**config.mk**
```make
export PLATFORM = sky130hd
export DESIGN_NAME = rs_top
export DESIGN_NICKNAME = d
export VERILOG_FILES = /design/src/source/rs_pkg.sv /design/src/source/rs_if.sv /design/src/source/dispatch_decode.sv /design/src/source/rs_bank.sv /design/src/source/issue_arbiter.sv /design/src/source/rs_top.sv
export SDC_FILE = /design/constraint.sdc
export NUM_CORES = 1
export LEC_CHECK = 0
export BUFFER_PORTS_ARGS = -buffer_cell sky130_fd_sc_hd__buf_4
export CORE_MARGIN = 4
export CORE_UTILIZATION = 60
export DETAILED_ROUTE_END_ITERATION = 6
export HOLD_SLACK_MARGIN = 0.15
export PLACE_DENSITY = 0.79
export SLEW_MARGIN = 20
export SYNTH_ARGS = -nofsm -noshare
export SYNTH_HDL_FRONTEND = slang
export SYNTH_SLANG_ARGS = --single-unit
```
**constraint.sdc**
```tcl
create_clock -name clock -period 7.09 [get_ports clock]
set_clock_uncertainty 0.15 [all_clocks]
set_input_delay 0 -clock clock [delete_from_list [all_inputs] [get_ports clock]]
set_output_delay 0 -clock clock [all_outputs]
set_load 0.05 [all_outputs]
```
**src/source/rs_pkg.sv**
```systemverilog
package rs_pkg;

    ////////////////////////////////////////////////////////////////////////////
    // Widths and basic types
    ////////////////////////////////////////////////////////////////////////////

    localparam int tag_width  = 4;    // Reorder-buffer index
    localparam int data_width = 32;

    typedef logic [tag_width-1:0]  tag_t;
    typedef logic [data_width-1:0] data_t;

    // When ready is clear the operand waits for tag on the broadcast bus
    typedef struct packed {
        tag_t  tag;
        logic  ready;
        data_t value;
    } operand_t;    // 37 bits

    typedef struct packed {
        logic [31:0] instruction;    // Raw RISC-V encoding
        tag_t        dest_tag;
        operand_t    src1;
        operand_t    src2;
    } dispatch_packet_t;    // 110 bits

    typedef struct packed {
        logic [3:0]  alu_op;    // {funct7[5], funct3}
        logic        is_imm;
        logic [11:0] imm;
        tag_t        dest_tag;
    } alu_payload_t;    // 21 bits

    typedef struct packed {
        logic        is_store;
        logic [2:0]  size;    // funct3
        logic [11:0] imm;
        tag_t        dest_tag;
    } mem_payload_t;    // 20 bits

    typedef enum logic {
        unit_alu,
        unit_mem
    } unit_e;

    localparam logic [6:0] opcode_load   = 7'b0000011;
    localparam logic [6:0] opcode_store  = 7'b0100011;
    localparam logic [6:0] opcode_op     = 7'b0110011;
    localparam logic [6:0] opcode_op_imm = 7'b0010011;

endpackage

```
**src/source/rs_if.sv**
```systemverilog
`timescale 1ns/1ps

// Dispatch to bank, entry written when valid and ready are both high
interface rs_alloc_if #(
    parameter type payload_t = logic
);
    logic              valid;
    logic              ready;    // Bank has a free entry
    payload_t          payload;
    rs_pkg::operand_t  src1;
    rs_pkg::operand_t  src2;

    modport dispatcher (output valid, output payload, output src1, output src2, input ready);
    modport bank       (input valid, input payload, input src1, input src2, output ready);
endinterface

// Bank to arbiter, entry freed when valid and grant are both high
interface rs_offer_if #(
    parameter type payload_t = logic
);
    logic           valid;    // A ready entry exists
    logic           grant;
    payload_t       payload;
    rs_pkg::data_t  value1;
    rs_pkg::data_t  value2;

    modport bank    (output valid, output payload, output value1, output value2, input grant);
    modport arbiter (input valid, input payload, input value1, input value2, output grant);
endinterface

```
**src/source/dispatch_decode.sv**
```systemverilog
`timescale 1ns/1ps

module dispatch_decode (
    input  logic                     clock,
    input  logic                     reset,
    input  logic                     wb_cyc,
    input  logic                     wb_stb,
    input  rs_pkg::dispatch_packet_t wb_dat_i,
    output logic                     wb_ack,
    output logic                     wb_err,
    rs_alloc_if.dispatcher           int_alloc,
    rs_alloc_if.dispatcher           mem_alloc
);

    logic [6:0]           opcode;
    logic [2:0]           funct3;
    logic                 is_int;
    logic                 is_mem;
    logic                 request;
    rs_pkg::alu_payload_t alu_payload;
    rs_pkg::mem_payload_t mem_payload;

    assign opcode = wb_dat_i.instruction[6:0];
    assign funct3 = wb_dat_i.instruction[14:12];

    assign is_int = (opcode == rs_pkg::opcode_op) || (opcode == rs_pkg::opcode_op_imm);
    assign is_mem = (opcode == rs_pkg::opcode_load) || (opcode == rs_pkg::opcode_store);

    assign request = wb_cyc && wb_stb && !wb_ack && !wb_err;    // Strobe ignored while replying

    ////////////////////////////////////////////////////////////////////////////
    // Payload extraction
    ////////////////////////////////////////////////////////////////////////////

    always_comb begin
        alu_payload.is_imm   = (opcode == rs_pkg::opcode_op_imm);
        alu_payload.dest_tag = wb_dat_i.dest_tag;
        // In OP-IMM bit 30 is an immediate bit except for the right shifts
        if (alu_payload.is_imm && funct3 != 3'b101) begin
            alu_payload.alu_op = {1'b0, funct3};
        end else begin
            alu_payload.alu_op = {wb_dat_i.instruction[30], funct3};
        end
        alu_payload.imm = alu_payload.is_imm ? wb_dat_i.instruction[31:20] : 12'd0;
    end

    always_comb begin
        mem_payload.is_store = (opcode == rs_pkg::opcode_store);
        mem_payload.size     = funct3;
        mem_payload.dest_tag = wb_dat_i.dest_tag;
        if (mem_payload.is_store) begin
            mem_payload.imm = {wb_dat_i.instruction[31:25], wb_dat_i.instruction[11:7]};    // S
        end else begin
            mem_payload.imm = wb_dat_i.instruction[31:20];    // I
        end
    end

    assign int_alloc.valid   = request && is_int;
    assign int_alloc.payload = alu_payload;
    assign int_alloc.src1    = wb_dat_i.src1;
    assign int_alloc.src2    = wb_dat_i.src2;

    assign mem_alloc.valid   = request && is_mem;
    assign mem_alloc.payload = mem_payload;
    assign mem_alloc.src1    = wb_dat_i.src1;
    assign mem_alloc.src2    = wb_dat_i.src2;

    always_ff @(posedge clock or posedge reset) begin
        if (reset) begin
            wb_ack <= 1'b0;
            wb_err <= 1'b0;
        end else begin
            wb_ack <= (int_alloc.valid && int_alloc.ready) || (mem_alloc.valid && mem_alloc.ready);
            wb_err <= request && !is_int && !is_mem;
        end
    end

    a_single_reply: assert property (@(posedge clock) disable iff (reset) !(wb_ack && wb_err));

endmodule

```
**src/source/rs_bank.sv**
```systemverilog
`timescale 1ns/1ps

module rs_bank #(
    parameter int  depth     = 4,
    parameter type payload_t = logic
) (
    input  logic          clock,
    input  logic          reset,
    rs_alloc_if.bank      alloc,
    rs_offer_if.bank      offer,
    input  logic          result_valid,
    input  rs_pkg::tag_t  result_tag,
    input  rs_pkg::data_t result_value
);

    localparam int idx_width = $clog2(depth);

    logic [depth-1:0]     busy;
    payload_t             payload_q [depth];
    rs_pkg::operand_t     op1_q [depth];
    rs_pkg::operand_t     op2_q [depth];

    logic [depth-1:0]     ready_vec;
    logic [idx_width-1:0] free_idx;
    logic [idx_width-1:0] lowest_ready;
    logic [idx_width-1:0] sel_idx;
    logic                 hold_q;    // Offer stalled last cycle
    logic [idx_width-1:0] hold_idx_q;
    logic                 write;
    logic                 fire;

    // Capture a broadcast into an operand that is still waiting for it
    function automatic rs_pkg::operand_t wake(input rs_pkg::operand_t op);
        rs_pkg::operand_t woken;
        woken = op;
        if (!op.ready && result_valid && op.tag == result_tag) begin
            woken.ready = 1'b1;
            woken.value = result_value;
        end
        return woken;
    endfunction

    ////////////////////////////////////////////////////////////////////////////
    // Entry selection
    ////////////////////////////////////////////////////////////////////////////

    always_comb begin
        for (int i = 0; i < depth; i++) begin
            ready_vec[i] = busy[i] && op1_q[i].ready && op2_q[i].ready;
        end
    end

    always_comb begin
        free_idx     = '0;
        lowest_ready = '0;
        for (int i = depth - 1; i >= 0; i--) begin    // Downward so the lowest index wins
            if (!busy[i]) begin
                free_idx = idx_width'(i);
            end
            if (ready_vec[i]) begin
                lowest_ready = idx_width'(i);
            end
        end
    end

    // A stalled offer keeps its entry, so a lower one waking up cannot displace it
    assign sel_idx = hold_q ? hold_idx_q : lowest_ready;

    assign alloc.ready = !(&busy);
    assign write       = alloc.valid && alloc.ready;

    assign offer.valid   = |ready_vec;
    assign offer.payload = payload_q[sel_idx];
    assign offer.value1  = op1_q[sel_idx].value;
    assign offer.value2  = op2_q[sel_idx].value;
    assign fire          = offer.valid && offer.grant;

    ////////////////////////////////////////////////////////////////////////////
    // State
    ////////////////////////////////////////////////////////////////////////////

    always_ff @(posedge clock or posedge reset) begin
        if (reset) begin
            busy       <= '0;
            hold_q     <= 1'b0;
            hold_idx_q <= '0;
        end else begin
            if (write) begin
                busy[free_idx] <= 1'b1;
            end
            if (fire) begin
                busy[sel_idx] <= 1'b0;    // Never the slot being written
            end
            hold_q     <= offer.valid && !offer.grant;
            hold_idx_q <= sel_idx;
        end
    end

    always_ff @(posedge clock) begin
        for (int i = 0; i < depth; i++) begin
            if (write && free_idx == idx_width'(i)) begin
                payload_q[i] <= alloc.payload;
                op1_q[i]     <= wake(alloc.src1);    // Bypass a same-edge broadcast
                op2_q[i]     <= wake(alloc.src2);
            end else begin
                op1_q[i] <= wake(op1_q[i]);
                op2_q[i] <= wake(op2_q[i]);
            end
        end
    end

    a_grant_needs_valid: assert property (
        @(posedge clock) disable iff (reset) offer.grant |-> offer.valid
    );

    // A write only ever lands in an entry that is free
    a_write_lands_free: assert property (
        @(posedge clock) disable iff (reset) write |-> !busy[free_idx]
    );

endmodule

```
**src/source/issue_arbiter.sv**
```systemverilog
`timescale 1ns/1ps

module issue_arbiter (
    input  logic          clock,
    input  logic          reset,
    rs_offer_if.arbiter   int_offer,
    rs_offer_if.arbiter   mem_offer,
    input  logic          issue_ready,
    output logic          issue_valid,
    output rs_pkg::unit_e issue_unit,
    output logic [3:0]    issue_op,
    output logic          issue_is_imm,
    output logic [11:0]   issue_imm,
    output rs_pkg::tag_t  issue_dest_tag,
    output rs_pkg::data_t issue_value1,
    output rs_pkg::data_t issue_value2
);

    rs_pkg::unit_e prio_q;
    rs_pkg::unit_e stall_unit_q;
    logic          stall_q;    // Offer not taken last cycle
    logic          contended;

    assign issue_valid = int_offer.valid || mem_offer.valid;
    assign contended   = int_offer.valid && mem_offer.valid;

    // A stalled choice is kept even if the other bank starts offering
    always_comb begin
        if (stall_q) begin
            issue_unit = stall_unit_q;
        end else if (contended) begin
            issue_unit = prio_q;
        end else if (mem_offer.valid) begin
            issue_unit = rs_pkg::unit_mem;
        end else begin
            issue_unit = rs_pkg::unit_alu;
        end
    end

    always_comb begin
        if (issue_unit == rs_pkg::unit_mem) begin
            issue_op       = {mem_offer.payload.is_store, mem_offer.payload.size};
            issue_is_imm   = 1'b1;
            issue_imm      = mem_offer.payload.imm;
            issue_dest_tag = mem_offer.payload.dest_tag;
            issue_value1   = mem_offer.value1;
            issue_value2   = mem_offer.value2;
        end else begin
            issue_op       = int_offer.payload.alu_op;
            issue_is_imm   = int_offer.payload.is_imm;
            issue_imm      = int_offer.payload.imm;
            issue_dest_tag = int_offer.payload.dest_tag;
            issue_value1   = int_offer.value1;
            issue_value2   = int_offer.value2;
        end
    end

    assign int_offer.grant = issue_ready && int_offer.valid && issue_unit == rs_pkg::unit_alu;
    assign mem_offer.grant = issue_ready && mem_offer.valid && issue_unit == rs_pkg::unit_mem;

    always_ff @(posedge clock or posedge reset) begin
        if (reset) begin
            prio_q       <= rs_pkg::unit_alu;
            stall_q      <= 1'b0;
            stall_unit_q <= rs_pkg::unit_alu;
        end else begin
            if (issue_valid && issue_ready && contended) begin
                prio_q <= (issue_unit == rs_pkg::unit_alu) ? rs_pkg::unit_mem : rs_pkg::unit_alu;
            end
            stall_q      <= issue_valid && !issue_ready;
            stall_unit_q <= issue_unit;
        end
    end

    a_issue_stable: assert property (
        @(posedge clock) disable iff (reset)
        issue_valid && !issue_ready |=> issue_valid && $stable({issue_unit, issue_op,
            issue_is_imm, issue_imm, issue_dest_tag, issue_value1, issue_value2})
    );

endmodule

```
**src/source/rs_top.sv**
```systemverilog
`timescale 1ns/1ps

module rs_top #(
    parameter int int_depth = 4,
    parameter int mem_depth = 4
) (
    input  logic                     clock,
    input  logic                     reset,
    input  logic                     wb_cyc,
    input  logic                     wb_stb,
    input  rs_pkg::dispatch_packet_t wb_dat_i,
    output logic                     wb_ack,
    output logic                     wb_err,
    input  logic                     result_valid,
    input  rs_pkg::tag_t             result_tag,
    input  rs_pkg::data_t            result_value,
    input  logic                     issue_ready,
    output logic                     issue_valid,
    output rs_pkg::unit_e            issue_unit,
    output logic [3:0]               issue_op,
    output logic                     issue_is_imm,
    output logic [11:0]              issue_imm,
    output rs_pkg::tag_t             issue_dest_tag,
    output rs_pkg::data_t            issue_value1,
    output rs_pkg::data_t            issue_value2
);

    rs_alloc_if #(.payload_t(rs_pkg::alu_payload_t)) int_alloc ();
    rs_alloc_if #(.payload_t(rs_pkg::mem_payload_t)) mem_alloc ();
    rs_offer_if #(.payload_t(rs_pkg::alu_payload_t)) int_offer ();
    rs_offer_if #(.payload_t(rs_pkg::mem_payload_t)) mem_offer ();

    dispatch_decode decode (
        .clock     (clock),
        .reset     (reset),
        .wb_cyc    (wb_cyc),
        .wb_stb    (wb_stb),
        .wb_dat_i  (wb_dat_i),
        .wb_ack    (wb_ack),
        .wb_err    (wb_err),
        .int_alloc (int_alloc.dispatcher),
        .mem_alloc (mem_alloc.dispatcher)
    );

    rs_bank #(
        .depth     (int_depth),
        .payload_t (rs_pkg::alu_payload_t)
    ) int_bank (
        .clock        (clock),
        .reset        (reset),
        .alloc        (int_alloc.bank),
        .offer        (int_offer.bank),
        .result_valid (result_valid),
        .result_tag   (result_tag),
        .result_value (result_value)
    );

    rs_bank #(
        .depth     (mem_depth),
        .payload_t (rs_pkg::mem_payload_t)
    ) mem_bank (
        .clock        (clock),
        .reset        (reset),
        .alloc        (mem_alloc.bank),
        .offer        (mem_offer.bank),
        .result_valid (result_valid),
        .result_tag   (result_tag),
        .result_value (result_value)
    );

    issue_arbiter arbiter (
        .clock          (clock),
        .reset          (reset),
        .int_offer      (int_offer.arbiter),
        .mem_offer      (mem_offer.arbiter),
        .issue_ready    (issue_ready),
        .issue_valid    (issue_valid),
        .issue_unit     (issue_unit),
        .issue_op       (issue_op),
        .issue_is_imm   (issue_is_imm),
        .issue_imm      (issue_imm),
        .issue_dest_tag (issue_dest_tag),
        .issue_value1   (issue_value1),
        .issue_value2   (issue_value2)
    );

endmodule

```
[Word-level counts from Yosys, hierarchy flattened]
Memory sizes are Yosys's and may differ from the RTL's.
Index checks and enable logic that the tools add are counted.
Word-level totals
  memories kept: 6
  register bits: 19
  output and inout bits: 89
  bits in writable memories: 756
Cells by class
  mux-type cells: 151
  $lt $le $gt $ge: 8
  bitwise logic cells: 23
  equality and inequality tests: 29
  reduce and logical (&&, ||, !) cells: 129
Memories
  int_bank.op1_q: depth 4, width 37, rd ports 5, clocked after Yosys merged registers in 0, wr ports 4, line rs_bank.sv:20  | rs_pkg::operand_t op1_q [depth];
  int_bank.op2_q: depth 4, width 37, rd ports 5, clocked after Yosys merged registers in 0, wr ports 4, line rs_bank.sv:21  | rs_pkg::operand_t op2_q [depth];
  mem_bank.op1_q: depth 4, width 37, rd ports 5, clocked after Yosys merged registers in 0, wr ports 4, line rs_bank.sv:20
  mem_bank.op2_q: depth 4, width 37, rd ports 5, clocked after Yosys merged registers in 0, wr ports 4, line rs_bank.sv:21
  int_bank.payload_q: depth 4, width 21, rd ports 1, clocked after Yosys merged registers in 0, wr ports 1, line rs_bank.sv:19  | payload_t payload_q [depth];
  mem_bank.payload_q: depth 4, width 20, rd ports 1, clocked after Yosys merged registers in 0, wr ports 1, line rs_bank.sv:19
Operator list (count)
  33-bit 2-to-1 mux: 50
  37-bit 2-to-1 mux: 16
  1-bit logical AND: 86
  4-bit equality test: 18
  32-bit 2-to-1 mux: 2
  21-bit 2-to-1 mux: 3
  21-bit OR reduction: 3
  20-bit 2-to-1 mux: 3
  20-bit OR reduction: 3
  2-bit 2-to-1 mux: 24
  1-bit 2-to-1 mux: 39
  4-bit 2-to-1 mux: 7
  1-bit zero test: 27
  12-bit 2-to-1 mux: 2
  1-bit OR: 16
  7-bit by 6-bit equality test with 1-bit output, second input constant: 2
  2-bit by 3-bit < comparator with 1-bit output, second input constant: 4
  4-bit AND: 2
  1-bit demux with 2-bit select: 4
  2-bit equality test, second input constant: 4
  2-bit by 1-bit >= comparator with 1-bit output, second input constant: 4
  4-bit NOT: 2
  4-bit OR: 2
  4-bit AND reduction: 2
  9 further kinds: 15

[Depth between registers and ports, before layout]
  word-level depth: 14
  depth in mapped cells: 9
  gate-level depth less buffers: 7

[By module]
Synthesis repeated with hierarchy kept, for this count alone.
Second synthesis, totals
  cell total of the unflattened synthesis: 2814
  area total of the unflattened synthesis: 40268.6 sq um
By module, submodules not included
  rs_bank at int_bank: area each 19326.0 sq um, instances 1, cells an instance 1427
  rs_bank at mem_bank: area each 18101.1 sq um, instances 1, cells an instance 1071
  dispatch_decode: area each 1636.6 sq um, instances 1, cells an instance 206
  issue_arbiter: area each 1204.9 sq um, instances 1, cells an instance 110

[Worst setup path after synthesis]
OpenSTA, ideal clock, no wires.
  path type: register to register
  from: register decode.wb_ack
  to: memory int_bank.op1_q[0][0] in the netlist's numbering, enable pin
  required time: 6.471 ns
  setup slack: 2.740 ns
  arrival: 3.731 ns
  cell stages (with the launch flop): 6
  library setup time: 0.469 ns
  cell sequence: dfrtp_1 nor2_1 nand3_1 or3_1 buf_2 o21ai_0
RTL lines
  from (decl): line dispatch_decode.sv:9  | output logic wb_ack,
  from (signal assigned): line dispatch_decode.sv:73  | wb_ack <= (int_alloc.valid && int_alloc.ready) || (mem_alloc.valid && mem_alloc.ready);
  to (decl): line rs_bank.sv:20

[Final worst setup path]
  from: register mem_bank.busy[0]
  to: output issue_value2[5]
On the way
  cells in the longest elaborated chain, start to end: 7
  elaborated cells on any way between the ends: 11
  those cells by class: 6 x mux; 4 x reduce/logical; 1 x memory
Ends and longest elaborated chain
  from (decl): line rs_bank.sv:18  | logic [depth-1:0] busy;
  from (signal assigned): line rs_bank.sv:84  | busy <= '0;
  from (signal, indexed assignment): line rs_bank.sv:89  | busy[free_idx] <= 1'b1;
  from (signal, indexed assignment): line rs_bank.sv:92  | busy[sel_idx] <= 1'b0;
  1-bit logical AND (*) (2 in series): line rs_bank.sv:49  | ready_vec[i] = busy[i] && op1_q[i].ready && op2_q[i].ready;
  4-bit OR reduction: line rs_bank.sv:72  | assign offer.valid = |ready_vec;
  1-bit 2-to-1 mux or 1-bit logical AND (tied branches): line issue_arbiter.sv:33, issue_arbiter.sv:25
  1-bit 2-to-1 mux: line issue_arbiter.sv:31  | end else if (contended) begin
  1-bit 2-to-1 mux: line issue_arbiter.sv:29  | if (stall_q) begin
  32-bit 2-to-1 mux (*): line issue_arbiter.sv:41  | if (issue_unit == rs_pkg::unit_mem) begin
  to (decl): line rs_top.sv:25  | output rs_pkg::data_t issue_value2
Every way passes the cells marked *; elsewhere a longest branch is shown, timed or not.

==> out/metrics.csv <==
stage,metric,value,unit
run_status,status,"complete, but fails checks",
run_status,failing checks,DRC,
die,Die Y,254,um
global_route,first-pass GRT wire length,151000,um
drt,post-DR wirelength/cell,29.6,um
drt,top layer in use,met4,
drt,DR pass1 iterations,7,
clock_tree,Num CTS Buffers,79,
run,MaxCap Viol Count,0,
setup_path,Worst Setup Path Type,reg2out,
finish,Area Growth Syn to Fin,21.8,%
sta,final setup fails,0,
synthesis,predominant post-synthesis flop cell,edfxtp_1,
sta,setup_tns,0,ps
sta,final hold viol count,0,
finish,Non-Filler Instances,3491,
finish,layout cell share with drive strength beyond 1,0.375,
drt,routed via count,23176,
power,Power Density,224,nW/um^2
setup_path,CP required,6940,ps
global_route,total grt overflow,0,
synthesis,number of synthesized flops with an enable pin,756,
setup_path,Critical Path Start Type,flip-flop,
place,pre-CTS setup slack,3040,ps
global_route,vias in the first global route,24102,
place,DP Cell Count,3056,
sta,unrepaired setup endpoints after global routing,no,
clock_tree,CTS H-tree depth,3,
clock_tree,clock latency on the worst-skew pair,640,ps
place,DP Wirelength,54200,um
sta,Tmin final,4800,ps
finish,"commonest non-fill, non-tap cell in the layout",edfxtp_1,
clock_tree,clk slew on worst S/H paths,60,ps
sta,fin. max-slew vios,0,
synthesis,Post-Synthesis Cell Area,36300,um^2
global_route,largest net degree at the start of global routing,101,
synthesis,synth warn,0,
finish,cell area after layout,44200,um^2
drt,Remaining DRCs,13,
die,Die X,254,um
synthesis,ys async rst share,0.0245,
drt,First DRT Iteration DRCs,3074,
synthesis,"Distinct cells, synth",53,
setup_path,worst path arrival time,4650,ps
synthesis,Syn Area/Cell,16.7,um^2
die,Initial Utilization,0.610,
setup_path,R2R depth,7,
synthesis,sequential area share after synthesis,0.638,
die,die area,64500,um^2
setup_path,worst-path fanout max,100,
sta,actual slew at the worst max-slew pin,1220,ps
sta,hold slack,174,ps
power,total power,9.91,mW
place,placed cell area,38800,um^2
drt,M1 wire length,37300,um
sta,Slew headroom,0.189,
drt,drt total wl,103000,um
global_route,initial antenna violation count,8,
die,row count,89,
die,Core ar.,59500,um^2
synthesis,Synth Register Bits,775,
sta,Final period util,0.677,
clock_tree,root buf cell,clkbuf_16,
sta,worst setup margin,2290,ps
clock_tree,clock sink count,775,
drt,"antenna viol nets, final",0,
clock_tree,number of post-CTS setup repair buffers,0,
place,RD Place Congestion,0.872,
drt,total length of routed met3 wires,11000,um
finish,Final nets,2810,
clock_tree,Max clock buf depth,3,
synthesis,Syn Nets,2324,
synthesis,cells after synthesis,2172,
drt,vias per cell,6.64,
worst_hold_path,Hold Path Depth,3,
power,P_leak,15.0,nW
power,Peak supply drop,185,uV
global_route,gr usage total,0.317,
die,# IOs,241,
drt,met2 WL,51200,um
clock_tree,TritonCTS clock tree,built,
place,IO Port Bufs,235,
worst_hold_path,worst hold path class,in2reg,
finish,"commonest cells after routing, fill and taps aside","edfxtp_1, mux2_2, dlygate4sd3_1, buf_4, mux2_1",
finish,Util after Layout,0.744,
setup_path,crit path capture type,output port,
sta,fmax,208,MHz
==> state kept, by name, indices dropped and copies added, names as in the netlist, 2 cells and up <==
| signal | cells |
|---|---|
| mem_bank.hold_idx_q | 2 |
| mem_bank.op1_q | 148 |
| mem_bank.busy | 4 |
| int_bank.payload_q | 84 |
| int_bank.op2_q | 148 |
| int_bank.hold_idx_q | 2 |
| int_bank.busy | 4 |
| mem_bank.op2_q | 148 |
| mem_bank.payload_q | 80 |
| int_bank.op1_q | 148 |
==> repair_timing <==
action                                 in CTS  in global routing
hold buffers                              290                  0
setup endpoints to repair                   0                  0
endpoints found under the hold margin     838                  0
gates resized for setup                     0                  0
==> where the power goes <==
| group | internal, mW | switching, mW | leakage, nW |
|---|---|---|---|
| Clock | 2.29 | 1.71 | 1.19 |
| Combinational | 0.374 | 0.484 | 6.78 |
| Sequential | 5.04 | 0.0147 | 7.08 |
| Total | 7.71 | 2.21 | 15.0 |
==> cells by family (layout without fill, tap and decap cells) <==
kind of cell / Yosys count / after routing / synth area share
AND/OR/NAND/NOR: 247 / 247 / 0.0354
flip-flops: 775 / 775 / 0.638
multiplexers: 688 / 688 / 0.242
AO/OA/AOI/OAI: 208 / 208 / 0.0422
buffers and inverters: 188 / 725 / 0.0261
XOR/XNOR: 66 / 66 / 0.0159
other: 0 / 9 / 0
==> cell usage after synthesis (all sizes together) (2+ instances only) <==
cell | number | share of area
a211oi | 2 | 0.00041
nor2 | 105 | 0.013
o21ai | 9 | 0.0012
edfxtp | 756 | 0.63
or3 | 11 | 0.0024
inv | 17 | 0.0018
nor2b | 2 | 0.00034
xor2 | 16 | 0.0039
and2 | 14 | 0.0024
o22ai | 2 | 0.00034
mux4 | 85 | 0.053
a222oi | 85 | 0.023
nand2b | 4 | 0.00069
nor3 | 9 | 0.0015
o32a | 4 | 0.0011
nand4 | 2 | 0.00034
mux2 | 602 | 0.19
o31a | 2 | 0.00048
a21boi | 2 | 0.00041
xnor2 | 50 | 0.012
a21oi | 92 | 0.013
or2 | 2 | 0.00034
and3 | 4 | 0.00069
buf | 75 | 0.014
or4 | 16 | 0.0033
nor3b | 3 | 0.00062
nand2 | 46 | 0.0048
a31oi | 4 | 0.00069
clkbuf | 96 | 0.0099
dfrtp | 19 | 0.013
nand3 | 27 | 0.0037
==> layer usage <==
metal  vias up  global-route usage
met5         -                   0
met3       260              0.0594
met4         0               0.113
met2      1531               0.531
met1     11682               0.420
li1       9703                   -
==> critical path, stage by stage, from the launching register on <==
cell and delay [ps]:
dfrtp_1 740, nand3_1 190, nor3b_1 270, o31a_1 390
inv_6 650, buf_4 850, nor2_1 110, a21oi_1 410
buf_4 290
==> layout make-up <==
type	instances	area [um^2]
antenna	9	22.5
timing repair buffer	576	5160
fill	3541	15200
clock buffer	103	2170
sequential	775	23200
multi-input combinational	1209	12400
tap	773	967
inverter	17	73.8
clock inverter	29	249
==> path summary, 6_finish.rpt <==
| kind | from | slack [ps] | to |
|---|---|---|---|
| max in group asynchronous | reset | 5680 | decode.wb_err |
| min in group asynchronous | reset | 570 | int_bank.hold_idx_q[1] |
| worst max-delay path | mem_bank.busy[0] | 2290 | issue_value2[5] |
| worst min register to register | arbiter.prio_q | 450 | arbiter.prio_q |
| worst min-delay path | wb_dat_i[65] | 170 | int_bank.op1_q[3][28] |
| worst max register to register | decode.wb_ack | 2960 | int_bank.op1_q[3][17] |
Note: power is estimated with default switching activity, not from simulation.
